`src/legv8_settings.svh`:
```
`ifndef LEGV8_SETTINGS_SVH
`define LEGV8_SETTINGS_SVH

// fetched instruction word
`define LEGV8_INSN_WIDTH 32

// datapath word, also the immediate constant handed to the ALU B input
`define LEGV8_DATA_WIDTH 64

// register 31 reads as zero
`define LEGV8_REG_ZR 5'd31

// BL writes the return address here
`define LEGV8_REG_LR 5'd30

`endif

```
`src/legv8_ctrl_pkg.sv`:
```
package legv8_ctrl_pkg;

	// microcode states, EX1 only for the MOVK merge
	typedef enum logic [1:0] {
		ST_IF  = 2'd0,
		ST_EX0 = 2'd1,
		ST_EX1 = 2'd2
	} ctrl_state_t;

	// constant generator select
	// encoding 1 left free
	typedef enum logic [2:0] {
		CS_IMM12     = 3'd0,
		CS_IMM16     = 3'd2,
		CS_MOVK_MASK = 3'd3,
		CS_BR26      = 3'd4,
		CS_BR19      = 3'd5,
		CS_DT9       = 3'd6,
		CS_SHAMT     = 3'd7
	} const_sel_t;

	// control word to the datapath, msb first
	typedef struct packed {
		// constant select and next state stay inside the control unit
		const_sel_t  cgs;
		ctrl_state_t ns;
		// address bus source, 1 = PC
		logic        as;
		// data bus source
		logic [1:0]  ds;
		// PC function, 00 hold, 01 increment, 10 load register, 11 add offset
		logic [1:0]  ps;
		logic        pc_sel;
		// ALU B input, 1 = constant
		logic        b_sel;
		// instruction load, status load
		logic        il;
		logic        sl;
		// ALU function and carry in
		logic [4:0]  fs;
		logic        c0;
		logic [1:0]  size;
		// memory write, register write
		logic        mw;
		logic        rw;
		// destination and the two source register numbers
		logic [4:0]  da;
		logic [4:0]  sa;
		logic [4:0]  sb;
	} control_word_t;

endpackage

```
`src/legv8_isa_pkg.sv`:
```
`include "legv8_settings.svh"

package legv8_isa_pkg;

	// register format, ADD/SUB/AND/ORR/EOR and BR
	typedef struct packed {
		logic [10:0] opcode;
		logic [4:0]  rm;
		logic [5:0]  shamt;
		logic [4:0]  rn;
		logic [4:0]  rd;
	} r_fmt_t;

	// immediate format, ADDI/SUBI and logical immediate
	typedef struct packed {
		logic [9:0]  opcode;
		logic [11:0] imm12;
		logic [4:0]  rn;
		logic [4:0]  rd;
	} i_fmt_t;

	// wide immediate, MOVZ/MOVK
	typedef struct packed {
		logic [8:0]  opcode;
		logic [1:0]  hw;
		logic [15:0] imm16;
		logic [4:0]  rd;
	} iw_fmt_t;

	// data transfer, LDUR/STUR
	typedef struct packed {
		logic [10:0] opcode;
		logic [8:0]  dt_address;
		logic [1:0]  op;
		logic [4:0]  rn;
		logic [4:0]  rt;
	} d_fmt_t;

	// unconditional branch, B/BL
	typedef struct packed {
		logic [5:0]  opcode;
		logic [25:0] br_address;
	} b_fmt_t;

	// compare and branch, CBZ/CBNZ and B.cond
	// for B.cond the low four bits of rt hold the condition
	typedef struct packed {
		logic [7:0]  opcode;
		logic [18:0] cond_br_address;
		logic [4:0]  rt;
	} cb_fmt_t;

	// one latched word, read through whichever format the opcode class picks
	typedef union packed {
		r_fmt_t  r;
		i_fmt_t  i;
		iw_fmt_t iw;
		d_fmt_t  d;
		b_fmt_t  b;
		cb_fmt_t cb;
		logic [`LEGV8_INSN_WIDTH-1:0] raw;
	} insn_u;

	// ALU flags, same layout in the status register
	typedef struct packed {
		logic v;
		logic c;
		logic n;
		logic z;
	} alu_flags_t;

	// B.cond condition field
	typedef enum logic [3:0] {
		CC_EQ = 4'h0,
		CC_NE = 4'h1,
		CC_HS = 4'h2,
		CC_LO = 4'h3,
		CC_MI = 4'h4,
		CC_PL = 4'h5,
		CC_VS = 4'h6,
		CC_VC = 4'h7,
		CC_HI = 4'h8,
		CC_LS = 4'h9,
		CC_GE = 4'ha,
		CC_LT = 4'hb,
		CC_GT = 4'hc,
		CC_LE = 4'hd,
		CC_AL = 4'he,
		CC_NV = 4'hf
	} cond_code_t;

endpackage

```
`src/branch_condition.sv`:
```
`timescale 1ns/100ps

module branch_condition (
	input  legv8_isa_pkg::insn_u      insn,
	input  legv8_isa_pkg::alu_flags_t status,
	input  legv8_isa_pkg::alu_flags_t flags,
	output logic                      taken_cond,
	output logic                      taken_cbz
);
	import legv8_isa_pkg::*;

	cond_code_t cond;

	// condition code sits in the rt slot of the CB format
	assign cond = cond_code_t'(insn.cb.rt[3:0]);

	// B.cond against the latched flags
	always_comb begin
		case (cond)
			CC_EQ: taken_cond = status.z;
			CC_NE: taken_cond = ~status.z;
			CC_HS: taken_cond = status.c;
			CC_LO: taken_cond = ~status.c;
			CC_MI: taken_cond = status.n;
			CC_PL: taken_cond = ~status.n;
			CC_VS: taken_cond = status.v;
			CC_VC: taken_cond = ~status.v;
			// unsigned compares
			CC_HI: taken_cond = status.c & ~status.z;
			CC_LS: taken_cond = ~status.c | status.z;
			// signed compares, n == v means greater or equal
			CC_GE: taken_cond = ~(status.n ^ status.v);
			CC_LT: taken_cond = status.n ^ status.v;
			CC_GT: taken_cond = ~status.z & ~(status.n ^ status.v);
			CC_LE: taken_cond = status.z | (status.n ^ status.v);
			CC_AL: taken_cond = 1'b1;
			default: taken_cond = 1'b0;
		endcase
	end

	// bit 24 clear for CBZ, set for CBNZ
	// zero flag is live, rt goes through the ALU in the same cycle
	assign taken_cbz = insn.raw[24] ^ flags.z;

endmodule

```
`src/constant_generator.sv`:
```
`timescale 1ns/100ps
`include "legv8_settings.svh"

module constant_generator (
	input  legv8_isa_pkg::insn_u       insn,
	input  legv8_ctrl_pkg::const_sel_t cgs,
	output logic [`LEGV8_DATA_WIDTH-1:0] constant
);
	import legv8_isa_pkg::*;
	import legv8_ctrl_pkg::*;

	always_comb begin
		case (cgs)
			CS_IMM12: constant = {{(`LEGV8_DATA_WIDTH-12){1'b0}}, insn.i.imm12};
			CS_IMM16: constant = {{(`LEGV8_DATA_WIDTH-16){1'b0}}, insn.iw.imm16};
			// clears the low half word ahead of the MOVK merge
			CS_MOVK_MASK: constant = {{(`LEGV8_DATA_WIDTH-16){1'b1}}, 16'h0000};
			// branch offsets in words, shifted later by the PC adder
			CS_BR26: constant = {{(`LEGV8_DATA_WIDTH-26){insn.b.br_address[25]}},
				insn.b.br_address};
			CS_BR19: constant = {{(`LEGV8_DATA_WIDTH-19){insn.cb.cond_br_address[18]}},
				insn.cb.cond_br_address};
			CS_DT9: constant = {{(`LEGV8_DATA_WIDTH-9){insn.d.dt_address[8]}},
				insn.d.dt_address};
			CS_SHAMT: constant = {{(`LEGV8_DATA_WIDTH-6){1'b0}}, insn.r.shamt};
			default: constant = '0;
		endcase
	end

	// known word and select give a known constant, the IR is cleared by reset
	a_constant_known: assert final ($isunknown({insn.raw, cgs}) || !$isunknown(constant))
		else $error("unknown constant from a known instruction");

endmodule

```
`src/control_state_regs.sv`:
```
`timescale 1ns/100ps
`include "legv8_settings.svh"

module control_state_regs (
	input  logic                                clock,
	input  logic                                rst_n,
	input  logic [`LEGV8_INSN_WIDTH-1:0]        instruction,
	input  legv8_isa_pkg::alu_flags_t           flags,
	input  legv8_ctrl_pkg::control_word_t       control_word,
	output legv8_ctrl_pkg::ctrl_state_t         state,
	output legv8_isa_pkg::insn_u                insn,
	output legv8_isa_pkg::alu_flags_t           status
);
	import legv8_isa_pkg::*;
	import legv8_ctrl_pkg::*;

	// state follows ns every cycle
	always_ff @(posedge clock) begin
		if (!rst_n) begin
			state <= ST_IF;
		end else begin
			state <= control_word.ns;
		end
	end

	// instruction register, loaded only by the fetch word
	always_ff @(posedge clock) begin
		if (!rst_n) begin
			insn.raw <= '0;
		end else if (control_word.il) begin
			insn.raw <= instruction;
		end
	end

	// status register for B.cond
	// flags of the cycle with sl set
	always_ff @(posedge clock) begin
		if (!rst_n) begin
			status <= '0;
		end else if (control_word.sl) begin
			status <= flags;
		end
	end

	// decoder must never steer into the free encoding
	a_state_legal: assert property (@(posedge clock) disable iff (!rst_n)
		state inside {ST_IF, ST_EX0, ST_EX1})
		else $error("control state holds an unused encoding");

	// instruction load belongs to fetch only
	a_il_in_fetch: assert property (@(posedge clock) disable iff (!rst_n)
		control_word.il |-> state == ST_IF)
		else $error("instruction load outside of fetch");

endmodule

```
`src/control_word_decoder.sv`:
```
`timescale 1ns/100ps
`include "legv8_settings.svh"

module control_word_decoder (
	input  legv8_ctrl_pkg::ctrl_state_t   state,
	input  legv8_isa_pkg::insn_u          insn,
	input  logic                          taken_cond,
	input  logic                          taken_cbz,
	output legv8_ctrl_pkg::control_word_t control_word
);
	import legv8_isa_pkg::*;
	import legv8_ctrl_pkg::*;

	// 00 data imm, 01 branch, 10 memory, 11 data reg
	logic [1:0] ex0_class;
	// 00 B/BL, 01 CBZ/CBNZ, 10 B.cond, 11 BR
	logic [1:0] branch_class;
	logic       ldst_match;
	logic [1:0] logic_op;
	logic       ands;

	// opcode class from bits 27..25
	assign ex0_class[1] = insn.raw[27];
	assign ex0_class[0] = (~insn.raw[27] & insn.raw[26]) | (insn.raw[27] & insn.raw[25]);

	// branch kind from bits 30, 29 and 25
	assign branch_class[1] = insn.raw[30] & ~insn.raw[29];
	assign branch_class[0] = (insn.raw[30] & ~insn.raw[29] & insn.raw[25]) |
		(~insn.raw[30] & insn.raw[29] & ~insn.raw[25]);

	// plain LDUR/STUR, the rest of the memory group is left out
	assign ldst_match = insn.raw[29] & insn.raw[28] & ~insn.raw[24] & ~insn.raw[21] &
		~insn.raw[11] & ~insn.raw[10];

	// AND 00, ORR 01, EOR 11, ANDS reuses AND
	always_comb begin
		case (insn.raw[30:29])
			2'b01: logic_op = 2'b01;
			2'b10: logic_op = 2'b11;
			default: logic_op = 2'b00;
		endcase
	end

	// ANDS alone sets flags in the logical group
	assign ands = insn.raw[30] & insn.raw[29];

	always_comb begin
		// unlisted forms fall through as an all zero word
		control_word = '0;
		case (state)
			ST_IF: begin
				// memory read at PC into IR, PC + 4
				control_word.ns   = ST_EX0;
				control_word.as   = 1'b1;
				control_word.ds   = 2'b11;
				control_word.ps   = 2'b01;
				control_word.il   = 1'b1;
				control_word.size = 2'b11;
			end
			ST_EX1: begin
				// MOVK second half, OR imm16 into the masked rd
				control_word.cgs  = CS_IMM16;
				control_word.ns   = ST_IF;
				control_word.b_sel = 1'b1;
				control_word.fs   = 5'b00100;
				control_word.size = {1'b1, insn.raw[31]};
				control_word.rw   = 1'b1;
				control_word.da   = insn.iw.rd;
				control_word.sa   = insn.iw.rd;
			end
			ST_EX0: begin
				case (ex0_class)
					2'b00: begin
						// data immediate, all write rd and use the constant
						control_word.b_sel = 1'b1;
						control_word.size  = {1'b1, insn.raw[31]};
						case (insn.raw[25:23])
							3'b010: begin
								// ADDI/SUBI, bit 30 subtracts, bit 29 sets flags
								control_word.cgs = CS_IMM12;
								control_word.sl  = insn.raw[29];
								control_word.fs  = {4'b0100, insn.raw[30]};
								control_word.c0  = insn.raw[30];
								control_word.rw  = 1'b1;
								control_word.da  = insn.i.rd;
								control_word.sa  = insn.i.rn;
							end
							3'b100: begin
								control_word.cgs = CS_IMM12;
								control_word.sl  = ands;
								control_word.fs  = {1'b0, logic_op, 2'b00};
								control_word.rw  = 1'b1;
								control_word.da  = insn.i.rd;
								control_word.sa  = insn.i.rn;
							end
							3'b101: begin
								// MOVZ ORs imm16 with zr
								// MOVK ANDs rd with the mask first, then EX1
								control_word.cgs = insn.raw[29] ? CS_MOVK_MASK : CS_IMM16;
								control_word.ns  = insn.raw[29] ? ST_EX1 : ST_IF;
								control_word.fs  = {2'b00, ~insn.raw[29], 2'b00};
								control_word.rw  = 1'b1;
								control_word.da  = insn.iw.rd;
								control_word.sa  = insn.raw[29] ? insn.iw.rd : `LEGV8_REG_ZR;
							end
							default: begin
								// bitfield, extract
								control_word = '0;
							end
						endcase
					end
					2'b01: begin
						case (branch_class)
							2'b00: begin
								// B/BL, BL saves PC in LR
								control_word.cgs    = CS_BR26;
								control_word.ds     = 2'b10;
								control_word.ps     = 2'b11;
								control_word.pc_sel = 1'b1;
								control_word.rw     = insn.raw[31];
								control_word.da     = `LEGV8_REG_LR;
							end
							2'b01: begin
								// rt passes through the ALU, zero flag decides
								control_word.cgs    = CS_BR19;
								control_word.ps     = {taken_cbz, taken_cbz};
								control_word.pc_sel = 1'b1;
								control_word.fs     = 5'b01000;
								control_word.size   = 2'b11;
								control_word.sa     = `LEGV8_REG_ZR;
								control_word.sb     = insn.cb.rt;
							end
							2'b10: begin
								control_word.cgs    = CS_BR19;
								control_word.ps     = {taken_cond, taken_cond};
								control_word.pc_sel = 1'b1;
							end
							default: begin
								// BR, PC from rn
								control_word.ps = 2'b10;
								control_word.sa = insn.r.rn;
							end
						endcase
					end
					2'b10: begin
						if (ldst_match) begin
							// bit 22 set for LDUR
							control_word.cgs   = CS_DT9;
							control_word.ds    = {insn.raw[22], 1'b1};
							control_word.b_sel = 1'b1;
							control_word.fs    = 5'b01000;
							control_word.size  = insn.raw[31:30];
							control_word.mw    = ~insn.raw[22];
							control_word.rw    = insn.raw[22];
							control_word.da    = insn.d.rt;
							control_word.sa    = insn.d.rn;
							control_word.sb    = insn.d.rt;
						end
					end
					default: begin
						// data register, bit 28 and bit 24 pick the group
						control_word.cgs  = CS_SHAMT;
						control_word.size = {1'b1, insn.raw[31]};
						control_word.da   = insn.r.rd;
						control_word.sa   = insn.r.rn;
						control_word.sb   = insn.r.rm;
						case ({insn.raw[28], insn.raw[24]})
							2'b00: begin
								control_word.sl = ands;
								control_word.fs = {1'b0, logic_op, 2'b00};
								control_word.rw = 1'b1;
							end
							2'b01: begin
								control_word.sl = insn.raw[29];
								control_word.fs = {4'b0100, insn.raw[30]};
								control_word.c0 = insn.raw[30];
								control_word.rw = 1'b1;
							end
							default: begin
								// multiply and the rest
								control_word = '0;
							end
						endcase
					end
				endcase
			end
			default: begin
				control_word = '0;
			end
		endcase
	end

	// one memory access per cycle, load and store never together
	a_mw_rw_exclusive: assert final (!(control_word.mw && control_word.rw))
		else $error("memory write and register write both set");

endmodule

```
`src/legv8_control_unit.sv`:
```
`timescale 1ns/100ps
`include "legv8_settings.svh"

module legv8_control_unit (
	input  logic                          clock,
	input  logic                          rst_n,
	input  logic [`LEGV8_INSN_WIDTH-1:0]  instruction,
	input  legv8_isa_pkg::alu_flags_t     flags,
	output legv8_ctrl_pkg::control_word_t control_word,
	output logic [`LEGV8_DATA_WIDTH-1:0]  constant
);
	import legv8_isa_pkg::*;
	import legv8_ctrl_pkg::*;

	ctrl_state_t state;
	insn_u       insn;
	alu_flags_t  status;
	logic        taken_cond;
	logic        taken_cbz;

	// state, IR and status, steered by ns, il and sl
	control_state_regs u_regs (
		.clock        (clock),
		.rst_n        (rst_n),
		.instruction  (instruction),
		.flags        (flags),
		.control_word (control_word),
		.state        (state),
		.insn         (insn),
		.status       (status)
	);

	control_word_decoder u_decoder (
		.state        (state),
		.insn         (insn),
		.taken_cond   (taken_cond),
		.taken_cbz    (taken_cbz),
		.control_word (control_word)
	);

	// B.cond on latched status, CBZ/CBNZ on live zero flag
	branch_condition u_branch (
		.insn       (insn),
		.status     (status),
		.flags      (flags),
		.taken_cond (taken_cond),
		.taken_cbz  (taken_cbz)
	);

	constant_generator u_constant (
		.insn     (insn),
		.cgs      (control_word.cgs),
		.constant (constant)
	);

endmodule

```
`config.mk`:
```
export PLATFORM = sky130hd
export DESIGN_NAME = legv8_control_unit
export DESIGN_NICKNAME = d
export VERILOG_FILES = /design/src/legv8_ctrl_pkg.sv /design/src/legv8_isa_pkg.sv /design/src/branch_condition.sv /design/src/constant_generator.sv /design/src/control_state_regs.sv /design/src/control_word_decoder.sv /design/src/legv8_control_unit.sv
export VERILOG_INCLUDE_DIRS = /design/src
export SDC_FILE = /design/constraint.sdc
export NUM_CORES = 1
export LEC_CHECK = 0
export BUFFER_PORTS_ARGS = -buffer_cell sky130_fd_sc_hd__clkbuf_2
export CORE_ASPECT_RATIO = 1.5
export CORE_MARGIN = 3
export CORE_UTILIZATION = 35
export CTS_CLUSTER_DIAMETER = 50
export CTS_CLUSTER_SIZE = 30
export DETAILED_ROUTE_END_ITERATION = 10
export GPL_TIMING_DRIVEN = 0
export SLEW_MARGIN = 20
export SYNTH_ARGS = -nofsm -noshare
export SYNTH_HDL_FRONTEND = slang
export SYNTH_SLANG_ARGS = --single-unit
export TNS_END_PERCENT = 20
```
`constraint.sdc`:
```
create_clock -name clock -period 10.1 [get_ports clock]
set_input_delay 2.02 -clock clock [delete_from_list [all_inputs] [get_ports clock]]
set_output_delay 2.02 -clock clock [all_outputs]
set_load 0.1 [all_outputs]
```
==> flow_summary.json <==
{
  "hp-class": "reg2reg",
  "n_antenna_cell": 0,
  "syn_area_mm2": 0.00355,
  "p_per_area_mw_per_mm2": 113,
  "topRoutingLayerUsed": "met4",
  "synth_top_area_share_pct": 21.4,
  "clk_pin_slew_ns": 0.06,
  "yosys_register_bits": 38,
  "ys.warnings.count": 0,
  "synthFlopType": "dfxtp_1",
  "wl_per_cell_um": 17.2,
  "drc_errors": 0,
  "cp_max_fo": 39,
  "clock_latency_ns": 0.29,
  "dr.pass1.iters": 5,
  "post_layout_nonfiller_instances": 730,
  "io_pins": 141,
  "finalClockSkew_ns": 0.00565,
  "overflow": 0,
  "dp.cells": 722,
  "cp.arrival_ns": 4.54,
  "r2r_slack_ns": 7.87,
  "grt_pass1_vias": 3612,
  "synthToLayoutAreaGrowth_pct": 27.8,
  "cp-start-kind": "register",
  "grt_usage_pct": 21.3,
  "worst_ep_required_time_ns": 8.08,
  "die_area_mm2": 0.0114,
  "cts.htree.levels": 2,
  "post_cts_resized": 0,
  "grt_max_degree": 40,
  "row_count": 44,
  "p_leak_nw": 2.39,
  "worstHoldPathCells": 2,
  "fin_tns_setup_ns": 0,
  "avgSynthCellArea_um2": 7.58,
  "reg2regPathDepth": 7,
  "relSlewSlack_pct": 45.6,
  "vias": 3872,
  "max_freq_mhz": 153,
  "cts_buffers": 5,
  "reg2reg_from": "u_regs.insn[24]",
  "place_area_mm2": 0.00439,
  "slew_violations": 0,
  "fin_crit_sh_pct": 64.9,
  "cts_root_buf": "clkbuf_16",
  "cts_tree": "yes",
  "total_power_mw": 0.512,
  "final_antenna_net_count": 0,
  "drive_gt1_share_pct": 33.8,
  "die-height_um": 129,
  "dp.final_hpwl_mm": 9.87,
  "final-setup-viol-count": 0,
  "grt_first_pass_wirelength_mm": 18.7,
  "async_flop_share_pct": 0,
  "fin_nets": 664,
  "wl_mm": 12.5,
  "hold_end": "u_regs.status[2]",
  "start_util_pct": 36.3,
  "wl_met1_mm": 5.03,
  "outcome": "finished clean",
  "endpoint_kind": "output pin",
  "synth.most_common_cell": "nand2_1",
  "routed_via_density": 5.30,
  "cts_hold_buf": 0,
  "layout.filler_cells": 1052,
  "crit_type": "reg2out",
  "vdd_drop_max_uv": 53.3,
  "period_needed_ns": 6.56,
  "hold_viol_final": 0,
  "met2WireLength_mm": 6.40,
  "place.gp.congestion": 0.924,
  "wl_met3_um": 776,
  "antenna_found_initial": 0,
  "min_from": "u_regs.status[2]",
  "yosys-top-cells-count": "nand2_1 (67), buf_4 (42), mux2i_1 (41), nor2b_1 (39), dfxtp_1 (38)",
  "synth_cell_type_count": 60,
  "post_cts.repair.setup_buffers": 0,
  "rsz0062_at_grt": "false",
  "die_w_um": 88.3,
  "io_buffers": 137,
  "r2r_end": "u_regs.status[0]",
  "yosysSeqAreaShare_pct": 21.4,
  "pre_cts_ws_ns": 3.52,
  "post-route-cell-area_mm2": 0.00454,
  "cap_viol_max_count": 0,
  "coreArea_mm2": 0.00980,
  "synthCells": 469,
  "clkSinkCount": 38,
  "tightest_slew_ns": 0.817,
  "synth_edf_count": 0,
  "yosysTopAreaCell": "dfxtp_1",
  "synth_area_leaders": "dfxtp_1 (21%), mux2i_1 (12%), buf_4 (8.9%)",
  "clk_path_buf_depth": 2,
  "setup_slack_ns": 3.54,
  "drt_iter0_markers": 290
}
-- worst max-delay path, stage by stage (launching register included) --
cell and delay (ns):
dfxtp_1 0.38, buf_2 0.26, inv_1 0.11, ha_1 0.26, mux2_2 0.32, ha_1 0.28
nor3b_1 0.30, a211o_1 0.30, nand3_1 0.22, nor2_1 0.51, nand2_1 0.14, nand2_2 0.50
buf_4 0.21, clkbuf_2 0.45
-- power breakdown --
part / switching [mW] / total [mW] / internal (mW)
Clock: 0.0640 / 0.162 / 0.0977
Combinational: 0.128 / 0.177 / 0.0487
Sequential: 0.0148 / 0.174 / 0.159
-- sequential cells by signal (all words and copies together) (netlist names) --
register       count
u_regs.insn       32
u_regs.state       2
u_regs.status      4
-- cell families after synthesis --
logic type / synth area share (%)
adder cells (fa/ha/maj): 4.22
AO/OA/AOI/OAI: 21.1
multiplexers: 11.9
AND/OR/NAND/NOR: 26.6
other: 0.105
XOR/XNOR: 0.739
buffers and inverters: 14.0
flip-flops: 21.4
-- worst max path at each step --
| stage | start | endpoint | slack [ns] | depth (start not counted) |
|---|---|---|---|---|
| after floorplan | u_regs.insn[29] | control_word[29] | 2.84 | 8 |
| after global placement | u_regs.insn[29] | constant[45] | 3.61 | 13 |
| after detailed placement | u_regs.insn[29] | constant[45] | 3.52 | 13 |
| after CTS | u_regs.insn[29] | constant[45] | 3.19 | 13 |
| after global routing | u_regs.insn[29] | constant[39] | 3.16 | 13 |
| final | u_regs.insn[29] | constant[45] | 3.54 | 13 |
-- area by class of cell --
| type | count | area [um^2] | share of cell area [%] |
|---|---|---|---|
| tap | 115 | 144 | 3.17 |
| inverter | 14 | 53.8 | 1.18 |
| multi-input combinational | 347 | 2300 | 50.7 |
| timing repair buffer | 137 | 686 | 15.1 |
| clock inverter | 2 | 12.5 | 0.275 |
| sequential | 38 | 761 | 16.7 |
| clock buffer | 6 | 139 | 3.06 |
| buffer | 71 | 443 | 9.75 |
-- routing by layer --
metal	vias up	GRT usage (%)
met3	21	2.86
met4	0	8.63
met2	158	38.6
met1	1795	24.7
met5	-	0
li1	1898	-
-- per-stage QoR --
| step | hold WS, ns | utilization (%) |
|---|---|---|
| after floorplan | 0.500 | - |
| after global placement | 0.544 | 44.8 |
| after detailed placement | 0.536 | 44.8 |
| after CTS | 0.546 | 46.3 |
| after global routing | 0.563 | 46.3 |
| final | 0.544 | 46.3 |
-- layout by cell type (no fill, tap or decap), drive strengths merged, types with 3 or more instances in the layout --
| cell | count |
|---|---|
| clkbuf | 161 |
| nand2 | 67 |
| buf | 53 |
| mux2i | 41 |
| nor2b | 39 |
| dfxtp | 38 |
| a21oi | 27 |
| nor2 | 18 |
| o21ai | 17 |
| a221o | 13 |
| inv | 12 |
| ha | 12 |
| nor3 | 11 |
| and2 | 11 |
| nand2b | 9 |
| nand3 | 8 |
| a21o | 7 |
| nand4 | 5 |
| a221oi | 5 |
| a211o | 5 |
| and3 | 4 |
| o22ai | 4 |
| o2bb2ai | 3 |
| a31oi | 3 |
| a211oi | 3 |
| clkinv | 3 |
Note: power is estimated with default switching activity, not from simulation.
